**config.mk**
```make
export PLATFORM = sky130hd
export DESIGN_NAME = wb_stage
export DESIGN_NICKNAME = d
export VERILOG_FILES = /design/src/design/lsu_pkg.sv /design/src/design/wb_stage.sv
export SDC_FILE = /design/constraint.sdc
export NUM_CORES = 1
export LEC_CHECK = 0
export ABC_AREA = 1
export CAP_MARGIN = 5
export CORE_MARGIN = 2
export CORE_UTILIZATION = 35
export DETAILED_ROUTE_END_ITERATION = 7
export DONT_BUFFER_PORTS = 1
export GPL_TIMING_DRIVEN = 0
export PLACE_DENSITY = 0.56
export SLEW_MARGIN = 20
export SYNTH_ARGS = -nofsm -noshare
export SYNTH_HDL_FRONTEND = slang
export SYNTH_SLANG_ARGS = --single-unit
export TNS_END_PERCENT = 20
```
**constraint.sdc**
```tcl
create_clock -name vclk -period 5.3
set_input_delay 1.59 -clock vclk [all_inputs]
set_output_delay 1.59 -clock vclk [all_outputs]
set_load 0.05 [all_outputs]
```
**src/design/lsu_pkg.sv**
```systemverilog
package lsu_pkg;

    // one-hot memory opcode, seen either as a raw word or as named flags
    // zero means the instruction does not touch memory
    typedef union packed {
        logic [7:0] bits;
        struct packed {
            logic st_w;
            logic st_h;
            logic st_b;
            logic ld_hu;
            logic ld_bu;
            logic ld_w;
            logic ld_h;
            logic ld_b;
        } f;
    } mem_op_u;

    // one-hot divide opcode
    localparam int div_op_w   = 4;
    localparam int div_w_bit  = 0;
    localparam int div_wu_bit = 1;
    localparam int mod_w_bit  = 2;
    localparam int mod_wu_bit = 3;

    // pc held in the stage registers after reset
    localparam logic [31:0] reset_pc = 32'h1c00_0000;

    // data SRAM word-address width, 1024 words
    localparam int sram_aw = 10;

endpackage
```
**src/design/wb_stage.sv**
```systemverilog
`timescale 1ns/1ps

module wb_stage (
    input  logic        ms_valid,
    input  logic [31:0] ms_pc,
    input  logic [31:0] ms_result,
    input  logic [7:0]  ms_mem_op,
    input  logic        ms_res_from_mem,
    input  logic        ms_gr_we,
    input  logic [4:0]  ms_dest,
    input  logic [31:0] sram_rdata,
    output logic        rf_we,
    output logic [4:0]  rf_waddr,
    output logic [31:0] rf_wdata,
    output logic [31:0] wb_pc
);

    lsu_pkg::mem_op_u op_dec;
    logic [7:0]       ld_byte;
    logic [15:0]      ld_half;
    logic [31:0]      ld_data;

    assign op_dec.bits = ms_mem_op;

    // the low address bits of the result pick the lane
    always_comb begin
        case (ms_result[1:0])
            2'b00:   ld_byte = sram_rdata[7:0];
            2'b01:   ld_byte = sram_rdata[15:8];
            2'b10:   ld_byte = sram_rdata[23:16];
            default: ld_byte = sram_rdata[31:24];
        endcase
    end

    assign ld_half = ms_result[1] ? sram_rdata[31:16] : sram_rdata[15:0];

    always_comb begin
        ld_data = 32'd0;
        if (op_dec.f.ld_b) begin
            ld_data = {{24{ld_byte[7]}}, ld_byte};
        end else if (op_dec.f.ld_bu) begin
            ld_data = {24'd0, ld_byte};
        end else if (op_dec.f.ld_h) begin
            ld_data = {{16{ld_half[15]}}, ld_half};
        end else if (op_dec.f.ld_hu) begin
            ld_data = {16'd0, ld_half};
        end else if (op_dec.f.ld_w) begin
            ld_data = sram_rdata;
        end
    end

    // register 0 is hardwired, so writes to it are dropped here
    assign rf_we    = ms_valid & ms_gr_we & (ms_dest != 5'd0);
    assign rf_waddr = ms_dest;
    assign rf_wdata = ms_res_from_mem ? ld_data : ms_result;
    assign wb_pc    = ms_pc;

endmodule

```
Word-level counts from Yosys, hierarchy flattened --
Cells that the tools add are included.
Operators by class: mux-type cells 8, reduce and logical (&&, ||, !) cells 2, bitwise logic cells 2, eq/ne operators 2
Operator list (number):
- 32-bit two-way mux | 6
- 8-bit one-hot mux with 3 select lines | 1
- 16-bit two-way mux | 1
- 5-bit nonzero test | 1
- 1-bit bitwise AND | 2
- 2-bit by 1-bit equality test with 1-bit output, second input constant | 1
- 2-bit equality test, second input constant | 1
- 2-bit logical NOT | 1
Word-level totals: output and inout port bits 70, word-level logic and storage cells 14, register bits 0, bits of input ports 112

Depth between registers and ports, before layout --
depth after elaboration 6, gate-level depth with buffers 9, gate-level depth less buffers 7

Worst setup path after synthesis --
No wires, ideal clock.
path kind input -> output, from in ms_result[1], to out rf_wdata[10], path buffers 2, slack 1.102 ns, required time 3.710 ns, arrival time 2.608 ns, stages on the path 9, cell sequence buf_6 > inv_6 > nand2_1 > nand3_2 > nand3_4 > buf_6 > nand2_1 > nand2_1 > nand2_1
Between the ends: cells in the longest elaborated chain, start to end 6
RTL lines:
- from (decl) | RTL line wb_stage.sv:6 | input logic [31:0] ms_result,
- 16-bit two-way mux | RTL line wb_stage.sv:35 | assign ld_half = ms_result[1] ? sram_rdata[31:16] : sram_rdata[15:0];
- 32-bit two-way mux | RTL line wb_stage.sv:45 | end else if (op_dec.f.ld_hu) begin
- 32-bit two-way mux | RTL line wb_stage.sv:43 | end else if (op_dec.f.ld_h) begin
- 32-bit two-way mux | RTL line wb_stage.sv:41 | end else if (op_dec.f.ld_bu) begin
- 32-bit two-way mux (*) | RTL line wb_stage.sv:39 | if (op_dec.f.ld_b) begin
- 32-bit two-way mux (*) | RTL line wb_stage.sv:55 | assign rf_wdata = ms_res_from_mem ? ld_data : ms_result;
- to (decl) | RTL line wb_stage.sv:14 | output logic [31:0] rf_wdata,
Mark *: on every way between the ends. The rest lies on a longest branch, timed or not.

Worst setup path after layout --
from in ms_res_from_mem, to out rf_wdata[1]
Between the ends: cells in the longest elaborated chain, start to end 1
RTL lines:
- from (decl) | RTL line wb_stage.sv:8 | input logic ms_res_from_mem,
- 32-bit two-way mux | RTL line wb_stage.sv:55
Every way passes these cells.

==> reports/metrics.yaml <==
worst_hold_path:
  hp-start: "ms_pc[27]"
  worstHoldEndpoint: "wb_pc[27]"
  hold_class: "in -> out"
  holdPathStages: 1
drt:
  wl_per_cell_um: 14.0
  via_count: 2419
  drtPass1Iterations: 4
  viasPerCell: 5.13
  drc_errors: 0
  drt_iter0_drc: 100
  ant_nets: 0
  finalWirelength_um: 6620
worst_setup_path:
  cp_top_family: "buffers and inverters"
  worst_path_max_delay_cell: "clkbuf_1"
  worstPathArrival_ps: 2840
  critical_path.max_fanout: 10
  path_class: "in -> out"
  critical_path_buf_inv_count: 3
  end_kind: "output pin"
  slowest_delay_ps: 420
  crit_path_start_kind: "input port"
  worstPathCellList: "clkbuf_1 > inv_1 > clkbuf_1 > nand2_1 > nand2_1"
  cp.required_ps: 3710
power_and_ir_drop:
  p_int_w: 0.0000662
  p_sw_w: 0.000230
  leakage_nw: 1.24
  switching_share_pct: 77.7
  power_frac_seq_pct: 0
  p_per_area_mw_per_mm2: 149
  power_frac_clock_pct: 0
  pwr-share-comb_pct: 100.0
  ir_drop_v: 0.0000641
finish:
  seq_cells: 0
  final_cell_mix: "nand2_1 (188), nand3_1 (94), buf_4 (40)"
  final_common_cell: "nand2_1"
  drive_gt1_share_pct: 17.4
  clock_buffers: 0
  area_growth_pct: 4.61
  multi_input_comb_area_mm2: 0.00135
  final_nets: 516
  diodes: 0
  seqCellArea_um2: 0
  finish.instance_area_mm2: 0.00199
  num-fill-cells: 635
placement:
  gp_congestion: 0.976
  placed_area_mm2: 0.00199
  io_buffers: 0
  dpl.hpwl_um: 5500
  dp_slack_ps: 844
sta:
  fin_tns_setup_ps: 0
  timing.final.crit_share_pct: 83.6
  fin_crit_ps: 4430
  slew_headroom_pct: 64.8
  rsz0062_at_grt: "false"
  final_max_slew_viol_count: 0
  finalWorstSetupSlack_ps: 868
  setup_viol: 0
  worst_slew_pin_slew_ps: 527
  finalHoldViolations: 0
  max_freq_ghz: 0.226
global_routing:
  globalRouteMet3Util_pct: 3.02
  busiest_layer: "met2"
  grt_max_degree: 11
  grt_use_total_pct: 20.8
  antenna_found_initial: 0
  overflow: 0
  grt_pass1_wl_um: 10400
  first_global_vias: 2203
  met2_usage_pct: 38.1
  grt_use_met1_pct: 26.1
floorplan:
  start_util_pct: 36.7
  row_count: 26
  boundaryPins: 182
  die_w_um: 77.7
  die_area_mm2: 0.00603
  core_area_mm2: 0.00517
  die_h_um: 77.7
job:
  maxCapViolCount: 0
synth:
  synth_nets: 514
  synth.avg_cell_area_um2: 4.72
  yosysUniqueCellTypes: 18
  netlist_area_mm2: 0.00190
  synthCells: 402
  synth_warnings: 0
  synth.yosys.seq_area_share_pct: 0
outcome:
  status: "completed"
cts:
  holdBufCountCts: 0
  ctsResizeCount: 0
  post_cts_buffers: 0
through the flow:
| stage | hold slack [ps] | instances | util, % | power, W |
|---|---|---|---|---|
| finish | 3350 | 472 | 38.4 | 0.000296 |
| global placement | 3350 | 472 | 38.4 | 0.000296 |
| global route | 3350 | 472 | 38.4 | 0.000319 |
| CTS | 3350 | 472 | 38.4 | 0.000298 |
| detailed placement | 3350 | 472 | 38.4 | 0.000297 |
| floorplan | 3350 | 402 | - | 0.000270 |
cell type report:
| type | instances | share of cell area [%] |
|---|---|---|
| well taps | 70 | 4.41 |
| multi-input cells | 309 | 67.8 |
| plain buffers | 62 | 21.5 |
| inverters | 31 | 6.23 |
kinds of logic after synthesis:
family	after synthesis	synth area share [%]
compound gates	1	0.263
buf+inv	93	29.1
simple gates	308	70.7
cells in the mapped netlist, types with 2 or more instances:
library cell	n	area (µm²)
nor2_1	15	56.3
nand2_1	188	706
clkbuf_1	6	22.5
buf_4	40	300
nand3_2	3	30.0
nor2_4	2	22.5
inv_2	2	7.51
nand3_1	94	470
inv_1	27	101
buf_6	4	45.0
nand2_2	2	12.5
nand2_4	2	22.5
buf_2	12	60.1
how the worst max path moves through the flow:
stage / from / endpoint / slack (ps) / cells past startpoint
floorplan: ms_result[1] / rf_wdata[10] / 1100 / 9
global placement: ms_res_from_mem / rf_wdata[3] / 840 / 4
detailed placement: ms_res_from_mem / rf_wdata[1] / 840 / 5
CTS: ms_res_from_mem / rf_wdata[1] / 820 / 5
global route: ms_res_from_mem / rf_wdata[17] / 770 / 5
finish: ms_res_from_mem / rf_wdata[1] / 870 / 5
power by group through the flow:
stage               Clock, W  Combinational, W  Sequential, W
floorplan                  0          0.000270              0
global placement           0          0.000296              0
detailed placement         0          0.000297              0
CTS                        0          0.000298              0
global route               0          0.000319              0
finish                     0          0.000296              0
metal layers:
layer | part of all wire (%) | vias up
li1 | - | 1215
met1 | 41 | 1054
met2 | 47 | 143
met3 | 11 | 7
met4 | 0.86 | 0
met5 | 0 | -
Note: power is estimated with default switching activity, not from simulation.
