<file path="src/design/lsu_pkg.sv">
package lsu_pkg;

    // one-hot memory opcode, seen either as a raw word or as named flags
    // zero means the instruction does not touch memory
    typedef union packed {
        logic [7:0] bits;
        struct packed {
            logic st_w;
            logic st_h;
            logic st_b;
            logic ld_hu;
            logic ld_bu;
            logic ld_w;
            logic ld_h;
            logic ld_b;
        } f;
    } mem_op_u;

    // one-hot divide opcode
    localparam int div_op_w   = 4;
    localparam int div_w_bit  = 0;
    localparam int div_wu_bit = 1;
    localparam int mod_w_bit  = 2;
    localparam int mod_wu_bit = 3;

    // pc held in the stage registers after reset
    localparam logic [31:0] reset_pc = 32'h1c00_0000;

    // data SRAM word-address width, 1024 words
    localparam int sram_aw = 10;

endpackage
</file>
<file path="src/design/mem_stage.sv">
`timescale 1ns/1ps

module mem_stage (
    input  logic                          clk,
    input  logic                          rst,
    input  logic                          in_valid,
    input  logic [31:0]                   pc,
    input  logic [31:0]                   result,
    input  logic [7:0]                    mem_op,
    input  logic [lsu_pkg::div_op_w-1:0]  div_op,
    input  logic                          res_from_div,
    input  logic                          res_from_mem,
    input  logic                          gr_we,
    input  logic                          mem_we,
    input  logic                          commit_ok,
    input  logic [4:0]                    dest,
    input  logic [31:0]                   rkd_value,
    input  logic                          div_resp_valid,
    input  logic [31:0]                   div_quotient,
    input  logic [31:0]                   div_remainder,
    output logic                          in_ready,
    output logic                          div_resp_ready,
    output logic [3:0]                    sram_we,
    output logic [lsu_pkg::sram_aw-1:0]   sram_addr,
    output logic [31:0]                   sram_wdata,
    output logic                          ms_valid,
    output logic [31:0]                   ms_pc,
    output logic [31:0]                   ms_result,
    output logic [7:0]                    ms_mem_op,
    output logic                          ms_res_from_mem,
    output logic                          ms_gr_we,
    output logic [4:0]                    ms_dest
);

    lsu_pkg::mem_op_u op_dec;
    logic             ready_go;
    logic             advance;
    logic             st_en;
    logic [3:0]       lane_we;
    logic             sel_q;
    logic             sel_r;
    logic [31:0]      result_d;

    assign op_dec.bits = mem_op;

    // a divide holds the stage until its response is there
    assign ready_go       = ~res_from_div | div_resp_valid;
    assign in_ready       = ~rst & (~in_valid | ready_go);
    assign advance        = in_valid & in_ready;
    assign div_resp_ready = advance & res_from_div;

    assign st_en = in_valid & mem_we & commit_ok;

    // data is replicated across the word, the byte enables pick the lanes
    always_comb begin
        lane_we    = 4'b0000;
        sram_wdata = rkd_value;
        if (op_dec.f.st_b) begin
            lane_we    = 4'b0001 << result[1:0];
            sram_wdata = {4{rkd_value[7:0]}};
        end else if (op_dec.f.st_h) begin
            lane_we    = result[1] ? 4'b1100 : 4'b0011;
            sram_wdata = {2{rkd_value[15:0]}};
        end else if (op_dec.f.st_w) begin
            lane_we = 4'b1111;
        end
    end

    assign sram_we   = st_en ? lane_we : 4'b0000;
    assign sram_addr = result[lsu_pkg::sram_aw+1:2];

    assign sel_q    = div_op[lsu_pkg::div_w_bit] | div_op[lsu_pkg::div_wu_bit];
    assign sel_r    = div_op[lsu_pkg::mod_w_bit] | div_op[lsu_pkg::mod_wu_bit];
    assign result_d = res_from_div ? (({32{sel_q}} & div_quotient) |
                                      ({32{sel_r}} & div_remainder))
                                   : result;

    // write-back never stalls, so every advance reaches the output registers
    always_ff @(posedge clk) begin
        if (rst) begin
            ms_valid <= 1'b0;
        end else begin
            ms_valid <= advance;
        end
    end

    always_ff @(posedge clk) begin
        if (rst) begin
            ms_pc           <= lsu_pkg::reset_pc;
            ms_mem_op       <= 8'd0;
            ms_res_from_mem <= 1'b0;
            ms_gr_we        <= 1'b0;
        end else if (advance) begin
            ms_pc           <= pc;
            ms_mem_op       <= mem_op;
            ms_res_from_mem <= res_from_mem;
            ms_gr_we        <= gr_we;
        end
    end

    always_ff @(posedge clk) begin
        if (advance) begin
            ms_result <= result_d;
            ms_dest   <= dest;
        end
    end

endmodule

</file>
<file path="config.mk">
export PLATFORM = sky130hd
export DESIGN_NAME = mem_stage
export DESIGN_NICKNAME = d
export VERILOG_FILES = /design/src/design/lsu_pkg.sv /design/src/design/mem_stage.sv
export SDC_FILE = /design/constraint.sdc
export NUM_CORES = 1
export LEC_CHECK = 0
export BUFFER_PORTS_ARGS = -buffer_cell sky130_fd_sc_hd__buf_4
export CORE_AREA = 2 2 123 125
export DETAILED_ROUTE_END_ITERATION = 12
export DIE_AREA = 0 0 125 127
export HOLD_SLACK_MARGIN = 0.02
export PLACE_DENSITY = 0.62
export SYNTH_ARGS = -nofsm -noshare
export SYNTH_HDL_FRONTEND = slang
export SYNTH_SLANG_ARGS = --single-unit
</file>
<file path="constraint.sdc">
create_clock -name clk -period 5 [get_ports clk]
set_clock_uncertainty 0.05 [all_clocks]
set_input_delay 0.25 -clock clk [delete_from_list [all_inputs] [get_ports clk]]
set_output_delay 0.25 -clock clk [all_outputs]
set_load 0.01 [all_outputs]
</file>
Word-level counts from Yosys, hierarchy flattened --
Index checks and enable logic that the tools add are counted.
Cells by class: order comparisons 0, multiplexer cells 8, eq/ne operators 0, $mul 0, add/sub/neg operators 0, reductions and logical operators 0, shifts and indexed selects 1, div/mod/pow operators 0, bitwise logic cells 15
Operator list (number):
- 2-to-1 mux 32 bit | 3
- AND 32 bit | 2
- OR 32 bit | 1
- 2-to-1 mux 4 bit | 5
- AND 1 bit | 5
- OR 1 bit | 4
- left shift 1 x 2 -> 4 bit, first input constant | 1
- inverter 1 bit | 3
Storage, ports and cells: latch bits 0, memory bits (read-only) 0, bits in writable memories 0, logic and storage cells 31, memories kept 0, register bits after elaboration 80, output and inout bits 128

Logic depth before layout (Yosys ltp) --
depth after elaboration 6, mapped depth 5

Worst setup path after synthesis --
Ideal clock, no wire load.
path type input to register, start point input res_from_div, end point register ms_dest[0], enable pin, required time 4558 ps, buffers on the path 2, cell stages on the path 5, data arrival time 1510 ps, setup slack 3049 ps, cell sequence buf_4 nand2b_4 nand3b_4 buf_6 inv_1
Between the ends: word-level cells in the longest chain between the ends 5
RTL lines:
- from (decl) | RTL line mem_stage.sv:11 | input logic res_from_div,
- inverter 1 bit | RTL line mem_stage.sv:47 | assign ready_go = ~res_from_div | div_resp_valid;
- OR 1 bit | RTL line mem_stage.sv:47
- OR 1 bit | RTL line mem_stage.sv:48 | assign in_ready = ~rst & (~in_valid | ready_go);
- AND 1 bit | RTL line mem_stage.sv:48
- AND 1 bit | RTL line mem_stage.sv:49 | assign advance = in_valid & in_ready;
- net advance | RTL line mem_stage.sv:37 | logic advance;
- to (signal assigned) | RTL line mem_stage.sv:104 | ms_dest <= dest;
- to (decl) | RTL line mem_stage.sv:32 | output logic [4:0] ms_dest
The timed path passes the listed nets, and every way through them passes these cells. A chain may end at the register's enable or synchronous reset.

Worst setup path after layout --
start point input rst, end point register ms_result[8], enable pin
Between the ends: word-level cells in the longest chain between the ends 3
RTL lines:
- from (decl) | RTL line mem_stage.sv:5 | input logic rst,
- inverter 1 bit | RTL line mem_stage.sv:48
- AND 1 bit | RTL line mem_stage.sv:48
- AND 1 bit | RTL line mem_stage.sv:49
- net advance | RTL line mem_stage.sv:37
- to (signal assigned) | RTL line mem_stage.sv:103 | ms_result <= result_d;
- to (decl) | RTL line mem_stage.sv:28 | output logic [31:0] ms_result,
The timed path passes the listed nets, and every way through them passes these cells.

==> flow_summary_export.csv <==
group,metric,value,unit
timing,tightest_slew,1.32,ns
clock_tree,cts_num_sinks,80,
global_routing,grt_overflow,0,
logic_synthesis,synth_edf_count,37,
worst_hold_path,min_path_type,"input pin to register",
die,die_height,127,um
final_layout,final_cell_area,6690,um2
critical_path,crit_fanout,45,
die,start_util,0.283,
global_routing,grt_pass1_vias,4032,
clock_tree,cts_hold_buf,0,
critical_path,startpoint_type,"input pin",
logic_synthesis,netlist_top_cells_area,"edfxtp_1 27%, dfxtp_1 21%, mux2_4 13%, o21ai_0 6.6%, nor2b_1 6.3%",
timing,slew_headroom,0.121,
clock_tree,postCtsSetupBuffers,0,
route,ant_nets,0,
clock_tree,cts_root_buf,"clkbuf_16",
logic_synthesis,synth_common_cells,"54 x o21ai_0, 45 x inv_1, 43 x dfxtp_1",
die,fp.dieW,125,um
logic_synthesis,yosys.area.top_type,"edfxtp_1",
critical_path,crit_path_start,"rst",
critical_path,worstPathRequired,4.92,ns
global_routing,antenna_found_initial,0,
place,io_buffer_count,313,
logic_synthesis,synth_top_flop_cell,"dfxtp_1",
critical_path,path_buf_inv,3,
timing,hold_viol,0,
place,placed_cell_area,6410,um2
timing,fin_setup_tns,0,ns
worst_hold_path,whs_path_depth,1,
logic_synthesis,ys_warn_count,0,
logic_synthesis,synthDistinctLibCells,23,
run_status,status,"complete, no violations",
critical_path,r2r_setup_slack,4.11,ns
route,drt_first_pass_iters,4,
logic_synthesis,synth_area,4090,um2
logic_synthesis,async_flop_share,0,
job,max_cap_viol_count,0,
timing,min_period_over_period,0.408,
power_and_ir_drop,powerDensity,272,nW/um2
worst_hold_path,worst_hold_startpoint,"dest[4]",
clock_tree,cts_resized,0,
timing,max_clock_freq,490,MHz
power_and_ir_drop,leakage,3.36,nW
logic_synthesis,seq_area_frac_synth,0.482,
critical_path,rr_endpoint,"ms_pc[7]",
clock_tree,cts.path.max_buffers,2,
critical_path,r2r_start,"ms_pc[7]",
global_routing,grt_max_degree,46,
clock_tree,htree_num_levels,3,
critical_path,crit_top_cell,"buf_4",
clock_tree,cts_buffers,9,
critical_path,rr_worst_depth,2,
critical_path,path_cells,"buf_4 -> nand3b_4 -> inv_1 -> buf_4",
logic_synthesis,synth_top_cell_area_share,0.272,
die,coreArea,14400,um2
die,fp-row-count,44,
timing,finalCriticalPeriod,2.04,ns
critical_path,setup.worst_path.end_class,"register",
route,drt_iter0_drc,110,
power_and_ir_drop,total_power,1.82,mW
critical_path,critPathKind,"input pin to register",
final_layout,drive_above_1_share,0.567,
logic_synthesis,mappedNetlistNets,562,
die,dieArea,15900,um2
place,dp_hpwl,10900,um
final_layout,diodes,0,
die,ios,314,
logic_synthesis,synth.most_common_cell,"o21ai_0",
logic_synthesis,avgSynthCellArea,10.9,um2
global_routing,grt_pass1_wl,20900,um
critical_path,crit_family,"buffers and inverters",
route,routed_wl,14000,um
clock_tree,cts_tree,"yes",
clock_tree,clk_latency,0.33,ns
worst_hold_path,hold_path_end,"ms_dest[4]",
power_and_ir_drop,ir_worst_vdd,0.130,mV
global_routing,grt_use_total,0.168,
route,vias,3836,
logic_synthesis,netlist_instances,376,
final_layout,final_util,0.464,
route,remaining_drc_errors,0,
route,wl_per_cell,16.5,um
critical_path,critPathArrivalTime,1.96,ns
timing,finalSetupViolCount,0,
route,vias_per_cell,4.52,
place,gp_congestion,0.888,
logic_synthesis,ys_ff_latch,80,
critical_path,critical-path-max-stage-delay,0.77,ns
timing,rsz0062_at_grt,"no",
final_layout,fin_nets,847,
critical_path,cp_slowest_cell,"nand3b_4",
timing,drv_slew,0,
final_layout,syn_to_final_growth,63.7,%
clock_tree,clk_pin_slew,0.06,ns
==> through the flow <==
step                instances  setup WS [ns]  hold WS (ns)
floorplan                 376           3.05         0.299
global placement          834           2.56         0.385
detailed placement        834           2.54         0.384
CTS                       849           2.93        0.0263
global route              849           2.76        0.0333
finish                    849           2.96        0.0444
==> cells in the final DEF, fill, tap and decap left out, drive strengths merged <==
master and count:
nor2 6, nor2b 41, o21ai 54, nand2b 1, clkinv 2, a22oi 32
inv 46, mux2i 11, o21a 2, nand2 11, nand4 2, nand3b 1
bufinv 1, nor3 1, and4b 1, edfxtp 37, dfxtp 43, mux2 47
and2 1, buf 314, clkbuf 11
==> per-layer routing <==
layer,vias up,routed length [um],GRT usage
met5,-,0,0
met4,0,337,0.0739
met3,21,1140,0.0469
met2,194,7310,0.311
met1,1770,5200,0.178
li1,1851,-,-
==> cell families (layout without fill, tap and decap cells) <==
group | after synthesis | after routing | synth area share
compound gates | 88 | 88 | 0.129
buf+inv | 85 | 374 | 0.105
flops | 80 | 80 | 0.482
mux | 58 | 58 | 0.188
simple gates | 65 | 65 | 0.0955
==> power breakdown <==
group / internal [mW] / total [mW] / switching (mW)
clock network: 0.383 / 0.635 / 0.252
logic: 0.249 / 0.424 / 0.175
registers: 0.738 / 0.759 / 0.0204
==> flip-flops by register name (all words and copies together), names as in the netlist <==
signal,flops
ms_mem_op,8
ms_pc,32
ms_valid,1
ms_dest,5
ms_result,32
ms_gr_we,1
ms_res_from_mem,1
==> cell type report <==
| class | instances | area [um2] |
|---|---|---|
| Timing Repair Buffer | 314 | 2360 |
| Inverter | 45 | 169 |
| Tap cell | 184 | 230 |
| Clock buffer | 11 | 233 |
| Fill cell | 1380 | 7730 |
| Multi-Input combinational cell | 211 | 1690 |
| Clock inverter | 4 | 46.3 |
| Sequential cell | 80 | 1970 |
==> worst register-to-register path, cell delays in order, from the launching register on <==
cell and delay (ns):
dfxtp_1 0.33, nor2b_1 0.13, mux2_4 0.27
==> worst max path at each step <==
stage,slack (ns),end,cells past startpoint
finish,2.96,ms_result[8],4
global route,2.76,ms_result[13],4
CTS,2.93,ms_result[8],4
detailed placement,2.54,ms_dest[0],4
global placement,2.56,ms_dest[0],4
floorplan,3.05,ms_dest[0],5
Note: power is estimated with default switching activity, not from simulation.
