**src/design/lsu_pkg.sv**
```systemverilog
package lsu_pkg;

    // one-hot memory opcode, seen either as a raw word or as named flags
    // zero means the instruction does not touch memory
    typedef union packed {
        logic [7:0] bits;
        struct packed {
            logic st_w;
            logic st_h;
            logic st_b;
            logic ld_hu;
            logic ld_bu;
            logic ld_w;
            logic ld_h;
            logic ld_b;
        } f;
    } mem_op_u;

    // one-hot divide opcode
    localparam int div_op_w   = 4;
    localparam int div_w_bit  = 0;
    localparam int div_wu_bit = 1;
    localparam int mod_w_bit  = 2;
    localparam int mod_wu_bit = 3;

    // pc held in the stage registers after reset
    localparam logic [31:0] reset_pc = 32'h1c00_0000;

    // data SRAM word-address width, 1024 words
    localparam int sram_aw = 10;

endpackage
```
**src/design/div_unit.sv**
```systemverilog
`timescale 1ns/1ps

module div_unit (
    input  logic                          clk,
    input  logic                          rst,
    input  logic                          req_valid,
    input  logic [31:0]                   dividend,
    input  logic [31:0]                   divisor,
    input  logic [lsu_pkg::div_op_w-1:0]  op,
    input  logic                          resp_ready,
    output logic                          req_ready,
    output logic                          resp_valid,
    output logic [31:0]                   quotient,
    output logic [31:0]                   remainder
);

    logic        busy;
    logic [5:0]  step;
    logic [31:0] quo;
    logic [31:0] rem;
    logic [31:0] dsor;
    logic        neg_q;
    logic        neg_r;
    logic        signed_op;
    logic [31:0] dend_abs;
    logic [31:0] dsor_abs;
    logic [32:0] rem_shift;
    logic [32:0] rem_diff;

    assign req_ready = ~busy & ~resp_valid;
    assign signed_op = op[lsu_pkg::div_w_bit] | op[lsu_pkg::mod_w_bit];
    assign dend_abs  = (signed_op && dividend[31]) ? -dividend : dividend;
    assign dsor_abs  = (signed_op && divisor[31]) ? -divisor : divisor;

    // restoring step: bring in the next dividend bit and try to subtract
    assign rem_shift = {rem, quo[31]};
    assign rem_diff  = rem_shift - {1'b0, dsor};

    // steps run while step counts 0..31, the sign fix happens at step 32
    always_ff @(posedge clk) begin
        if (rst) begin
            busy       <= 1'b0;
            resp_valid <= 1'b0;
            step       <= 6'd0;
        end else if (req_valid && req_ready) begin
            busy <= 1'b1;
            step <= 6'd0;
        end else if (busy) begin
            if (step == 6'd32) begin
                busy       <= 1'b0;
                resp_valid <= 1'b1;
            end
            step <= step + 6'd1;
        end else if (resp_valid && resp_ready) begin
            resp_valid <= 1'b0;
        end
    end

    always_ff @(posedge clk) begin
        if (req_valid && req_ready) begin
            quo   <= dend_abs;
            rem   <= 32'd0;
            dsor  <= dsor_abs;
            // a zero divisor keeps its all-ones quotient whatever the signs
            neg_q <= signed_op & (dividend[31] ^ divisor[31]) & (|divisor);
            neg_r <= signed_op & dividend[31];
        end else if (busy) begin
            if (step == 6'd32) begin
                if (neg_q) begin
                    quo <= -quo;
                end
                if (neg_r) begin
                    rem <= -rem;
                end
            end else if (rem_diff[32]) begin
                rem <= rem_shift[31:0];
                quo <= {quo[30:0], 1'b0};
            end else begin
                rem <= rem_diff[31:0];
                quo <= {quo[30:0], 1'b1};
            end
        end
    end

    assign quotient  = quo;
    assign remainder = rem;

endmodule

```
**config.mk**
```make
export PLATFORM = sky130hd
export DESIGN_NAME = div_unit
export DESIGN_NICKNAME = d
export VERILOG_FILES = /design/src/design/lsu_pkg.sv /design/src/design/div_unit.sv
export SDC_FILE = /design/constraint.sdc
export NUM_CORES = 1
export LEC_CHECK = 0
export ABC_AREA = 1
export BUFFER_PORTS_ARGS = -buffer_cell sky130_fd_sc_hd__buf_2
export CORE_MARGIN = 2
export CORE_UTILIZATION = 60
export DETAILED_ROUTE_END_ITERATION = 6
export GPL_TIMING_DRIVEN = 0
export PLACE_DENSITY = 0.87
export SETUP_SLACK_MARGIN = 0.5
export SYNTH_ARGS = -nofsm -noshare
export SYNTH_HDL_FRONTEND = slang
export SYNTH_SLANG_ARGS = --single-unit
```
**constraint.sdc**
```tcl
create_clock -name clk -period 3.4 [get_ports clk]
set_input_delay 0.34 -clock clk [delete_from_list [all_inputs] [get_ports clk]]
set_output_delay 0.34 -clock clk [all_outputs]
set_load 0.1 [all_outputs]
```
After elaboration in Yosys (flattened, before gate mapping)
Index checks and enable logic that the tools add are counted.
- register bits: 106
- memories kept: 0
- RAM bits: 0
- input bits: 72
- bits in read-only memories: 0
- latch bits: 0
- word-level logic and storage cells: 54
- output and inout port bits: 66
- shift-type cells: 0
- bitwise gates (word level): 9
- mux-type cells: 16
- eq/ne operators: 4
- add/subtract/negate cells: 6
- divide/modulo/power cells: 0
- order comparisons: 0
- reduce and logical (&&, ||, !) cells: 11
- multipliers: 0
- operator list (operator ; number):
    32-bit 2-to-1 mux ; 9
    32-bit negator ; 4
    33-bit by 32-bit subtractor with 33-bit output ; 1
    32-bit OR reduction ; 1
    1-bit 2-to-1 mux ; 7
    6-bit by 1-bit adder with 6-bit output, second input constant ; 1
    6-bit equality test, second input constant ; 1
    1-bit bitwise AND ; 4
    1-bit logical AND ; 4
    2-bit AND reduction ; 2
    2-bit nonzero test ; 2
    3-bit inequality test, second input constant ; 1
    1-bit NOT ; 3
    3-bit AND reduction ; 1
    2-bit by 1-bit inequality test with 1-bit output, second input constant ; 1
    2-bit inequality test, second input constant ; 1
    2-bit OR reduction ; 1
    1-bit bitwise OR ; 1
    1-bit bitwise XOR ; 1

Depth between registers and ports, before layout
- word-level depth: 5
- depth in mapped cells: 19
- gate-level depth less buffers: 18

Worst setup path before layout
No wires, ideal clock.
- kind: flip-flop to flip-flop
- from: reg resp_valid
- to: reg quo[10] (netlist: quotient[10]) (enable)
- path slack: -0.457 ns
- required time: 3.012 ns
- cell stages (with the launch flop): 7
- data arrival time: 3.469 ns
- buffers on the path: 1
- period minus slack after synthesis: 3.857 ns
- cell sequence: dfxtp_1 > nor2_1 > nand2_1 > inv_1 > clkbuf_1 > nor2_1 > nand2_1
- longest elaborated chain between the ends: 5
- RTL lines (element ; RTL line ; source):
    from (decl) ; div_unit.sv:12 ; output logic resp_valid,
    from (signal assigned) ; div_unit.sv:43 ; resp_valid <= 1'b0;
    from (signal assigned) ; div_unit.sv:51 ; resp_valid <= 1'b1;
    from (signal assigned) ; div_unit.sv:55 ; resp_valid <= 1'b0;
    1-bit NOT * ; div_unit.sv:30 ; assign req_ready = ~busy & ~resp_valid;
    1-bit bitwise AND * ; div_unit.sv:30 ;
    named net req_ready ; div_unit.sv:11 ; output logic req_ready,
    1-bit logical AND * ; div_unit.sv:60 ; if (req_valid && req_ready) begin
    3-bit inequality test (no source line) or 2-bit nonzero test (tied branches) ; n/a ;
    2-bit AND reduction (no source line) * ; n/a ;
    to (signal assigned) ; div_unit.sv:61 ; quo <= dend_abs;
    to (signal assigned) ; div_unit.sv:70 ; quo <= -quo;
    to (signal assigned) ; div_unit.sv:77 ; quo <= {quo[30:0], 1'b0};
    to (decl) ; div_unit.sv:19 ; logic [31:0] quo;
Mark *: on every way through the listed nets, which the timed path passes. The rest lies on a longest branch.
A chain may end at the register's enable or synchronous reset.

Final worst setup path
- from: reg quo[0] (netlist: quotient[0])
- to: reg quo[22] (netlist: quotient[22]) (data pin)
- longest elaborated chain between the ends: 5
- RTL lines (element ; RTL line ; source):
    32-bit negator ; div_unit.sv:70 ;
    32-bit 2-to-1 mux ; div_unit.sv:69 ; if (neg_q) begin
    32-bit 2-to-1 mux ; div_unit.sv:68 ; if (step == 6'd32) begin
    32-bit 2-to-1 mux ; div_unit.sv:67 ; end else if (busy) begin
    32-bit 2-to-1 mux ; div_unit.sv:60 ;
Every way passes these cells. The select of a mux whose other input is x is not followed.

==> flow_summary.yaml <==
route:
  avgViaCountPerCell: 5.65
  drc: 0
  drt_wl_total_um: 33600
  first_pass_iters: 6
  wl_per_cell_um: 15.7
  drtAntennaViolNets: 0
  vias: 12100
  drtIter0Drc: 1326
worst_hold_path:
  hold_end: "resp_valid$_SDFFE_PP0P_"
  hp-start: "rst"
  min_delay_path_depth: 2
  hp-class: "input pin to register"
placement:
  place_inst: 2122
  gp_congestion: 0.985
  place_ws_ns: 0.764
  dpl-instance-area_um2: 11600
  hpwl_um: 26700
  port_buffers: 135
cells_and_area:
  layout-drive-gt1-share: 0.111
  fill_cells: 1565
  diodes: 0
  multi_input_area_um2: 6370
  regArea_um2: 2780
  area_growth_pct: 12.4
  fin_area_um2: 11900
  nets: 2019
  fin_cells: 2138
cts:
  root_buffer: "clkbuf_16"
  htreeDepth: 3
  post_cts_buffers: 0
  clockBufferDepth: 2
  clk_latency_ns: 0.36
  cts_tree: "built"
  cts.sinks: 106
  cts_resized: 0
  hold_buffers: 0
  clk_pin_slew_ns: 0.08
  numCtsBuffers: 9
setup_path:
  worstSetupPathType: "register to register"
  ff2ff_path_depth: 10
  startpoint_type: "register"
  cp-end-kind: "register"
  critPathMaxFanout: 6
  r2r_slack_ns: 0.75
  regToRegEndpoint: "quotient[22]$_DFFE_PP_"
  rr_startpoint: "quotient[0]$_DFFE_PP_"
  cp_data_required_time_ns: 3.51
  cp.arrival_ns: 2.76
timing:
  tightest_slew_ns: 0.831
  rsz0062_at_grt: "no"
  max_slew_margin: 0.444
  setup_slack_ns: 0.747
  post-route-period-util: 0.780
  period_needed_ns: 2.65
  drv_slew: 0
  whs_ns: 0.153
  finalHoldViolCount: 0
  setup_viol: 0
  timing.fmax_mhz: 377
  fin_skew_ns: 0.00898
  setup_tns_ns: 0
synth:
  yosysMostFrequentCell: "nand2_1"
  yosysSeqAreaShare: 0.263
  yosys-top-cells-area: "edfxtp_1, nand2_1, inv_1, dfxtp_1, nor2_1"
  yosys.area.top_type: "edfxtp_1"
  ys_seq_elements: 106
  synth_top_area_share: 0.188
  syn_area_um2: 10600
  synth_top_flop_cell: "edfxtp_1"
  syn_nets: 1873
  synth-edff-count: 66
  yosysUniqueCellTypes: 48
  synth_common_cells: "nand2_1, inv_1, nor2_1, nand3_1, a21oi_1"
  yosysWarnings: 0
  async_reset_ff_frac: 0
  syn_inst: 1762
  syn_avg_cell_area_um2: 6.00
die:
  die_y_um: 137
  fp-row-count: 48
  core_um2: 17200
  start_util: 0.613
  dieArea_um2: 18700
  fp.dieW_um: 137
  io_pins: 138
grt:
  use_met2: 0.543
  grt_overflow: 0
  use_met1: 0.493
  antenna_found_initial: 0
  grt_pass1_vias: 10700
  busiest_layer: "met2"
  grt_max_degree: 44
  grt_pass1_wl_um: 52400
  grt_use_met3: 0.0856
  track_usage: 0.360
flow_run:
  drv_cap: 0
status:
  outcome: "finished clean"
power_and_ir_drop:
  power.static_leakage_nw: 6.17
  peakVddDrop_mv: 0.479
  power_density_nw_per_um2: 652
flip-flops by register name (all words and copies together), names as in the netlist:
| register | cells |
|---|---|
| busy | 1 |
| remainder | 32 |
| neg_r | 1 |
| dsor | 32 |
| resp_valid | 1 |
| step | 6 |
| quotient | 32 |
| neg_q | 1 |
layout make-up:
cell class	instances	share of cell area
buffer	38	0.0168
clock buffer	14	0.0258
sequential	106	0.234
inverter	332	0.105
timing repair buffer	135	0.0569
clock inverter	2	0.00116
tap	225	0.0237
multi-input combinational	1286	0.536
per-stage QoR:
stage	total power (W)	utilization
after floorplan	0.00549	-
after global placement	0.00644	0.670
after detailed placement	0.00652	0.670
after CTS	0.00764	0.689
after global routing	0.00823	0.689
final	0.00775	0.689
cell families (layout without fill, tap and decap cells):
family	count (synthesis)	count (layout)	synth area share
XOR/XNOR	61	61	0.0506
AND/OR/NAND/NOR	942	942	0.376
AO/OA/AOI/OAI	244	244	0.127
flip-flops	106	106	0.263
adder cells (fa/ha/maj)	39	39	0.0469
buffers and inverters	370	521	0.137
cells in the final DEF (no fill, tap or decap), types with 6 or more instances in the layout:
cell type	netlist	routed
inv_2	6	7
o211ai_1	7	7
o221ai_1	10	10
nor4_1	7	7
nand2_2	9	11
nand2_1	517	515
a21oi_1	106	106
nor2_1	191	190
dfxtp_1	40	39
xnor2_1	14	14
xor2_1	47	47
clkbuf_16	0	11
clkbuf_1	24	25
edfxtp_1	66	66
nor3_1	39	39
ha_1	38	37
inv_1	325	324
nand3b_1	6	6
buf_2	7	141
o21ai_0	92	92
nor2_2	9	9
or2_2	6	6
nand4_1	25	25
nand3_1	119	119
power by group:
part	switching, W	total [W]	internal, W
clock	0.000504	0.00113	0.000630
combinational	0.00345	0.00462	0.00118
sequential	0.000366	0.00199	0.00162
metal layers:
metal	share of wire	vias up
met5	0	-
met4	0.037	0
met1	0.42	5405
li1	-	5909
met3	0.11	92
met2	0.43	672
critical path, cell delays in order (launching register included):
cell	delay [ns]
edfxtp_1	0.44
inv_1	0.13
ha_1	0.29
nand3_1	0.25
nor2_1	0.25
nand3_1	0.19
or2_2	0.36
nor2_1	0.20
nand3_1	0.10
nand3_1	0.11
nand3_1	0.09
worst max-delay path by stage:
| stage | slack, ns | to | from | cells after the start |
|---|---|---|---|---|
| after detailed placement | 0.76 | quotient[16]$_DFFE_PP_ | busy$_SDFF_PP0_ | 7 |
| after global routing | 0.59 | remainder[28]$_SDFFE_PP0P_ | quotient[31]$_DFFE_PP_ | 19 |
| after global placement | 0.78 | quotient[28]$_DFFE_PP_ | busy$_SDFF_PP0_ | 8 |
| final | 0.75 | quotient[22]$_DFFE_PP_ | quotient[0]$_DFFE_PP_ | 10 |
| after floorplan | 0.50 | quotient[0]$_DFFE_PP_ | quotient[31]$_DFFE_PP_ | 16 |
| after CTS | 0.70 | quotient[28]$_DFFE_PP_ | busy$_SDFF_PP0_ | 8 |
No activity file was read; power rests on OpenSTA's default activity.
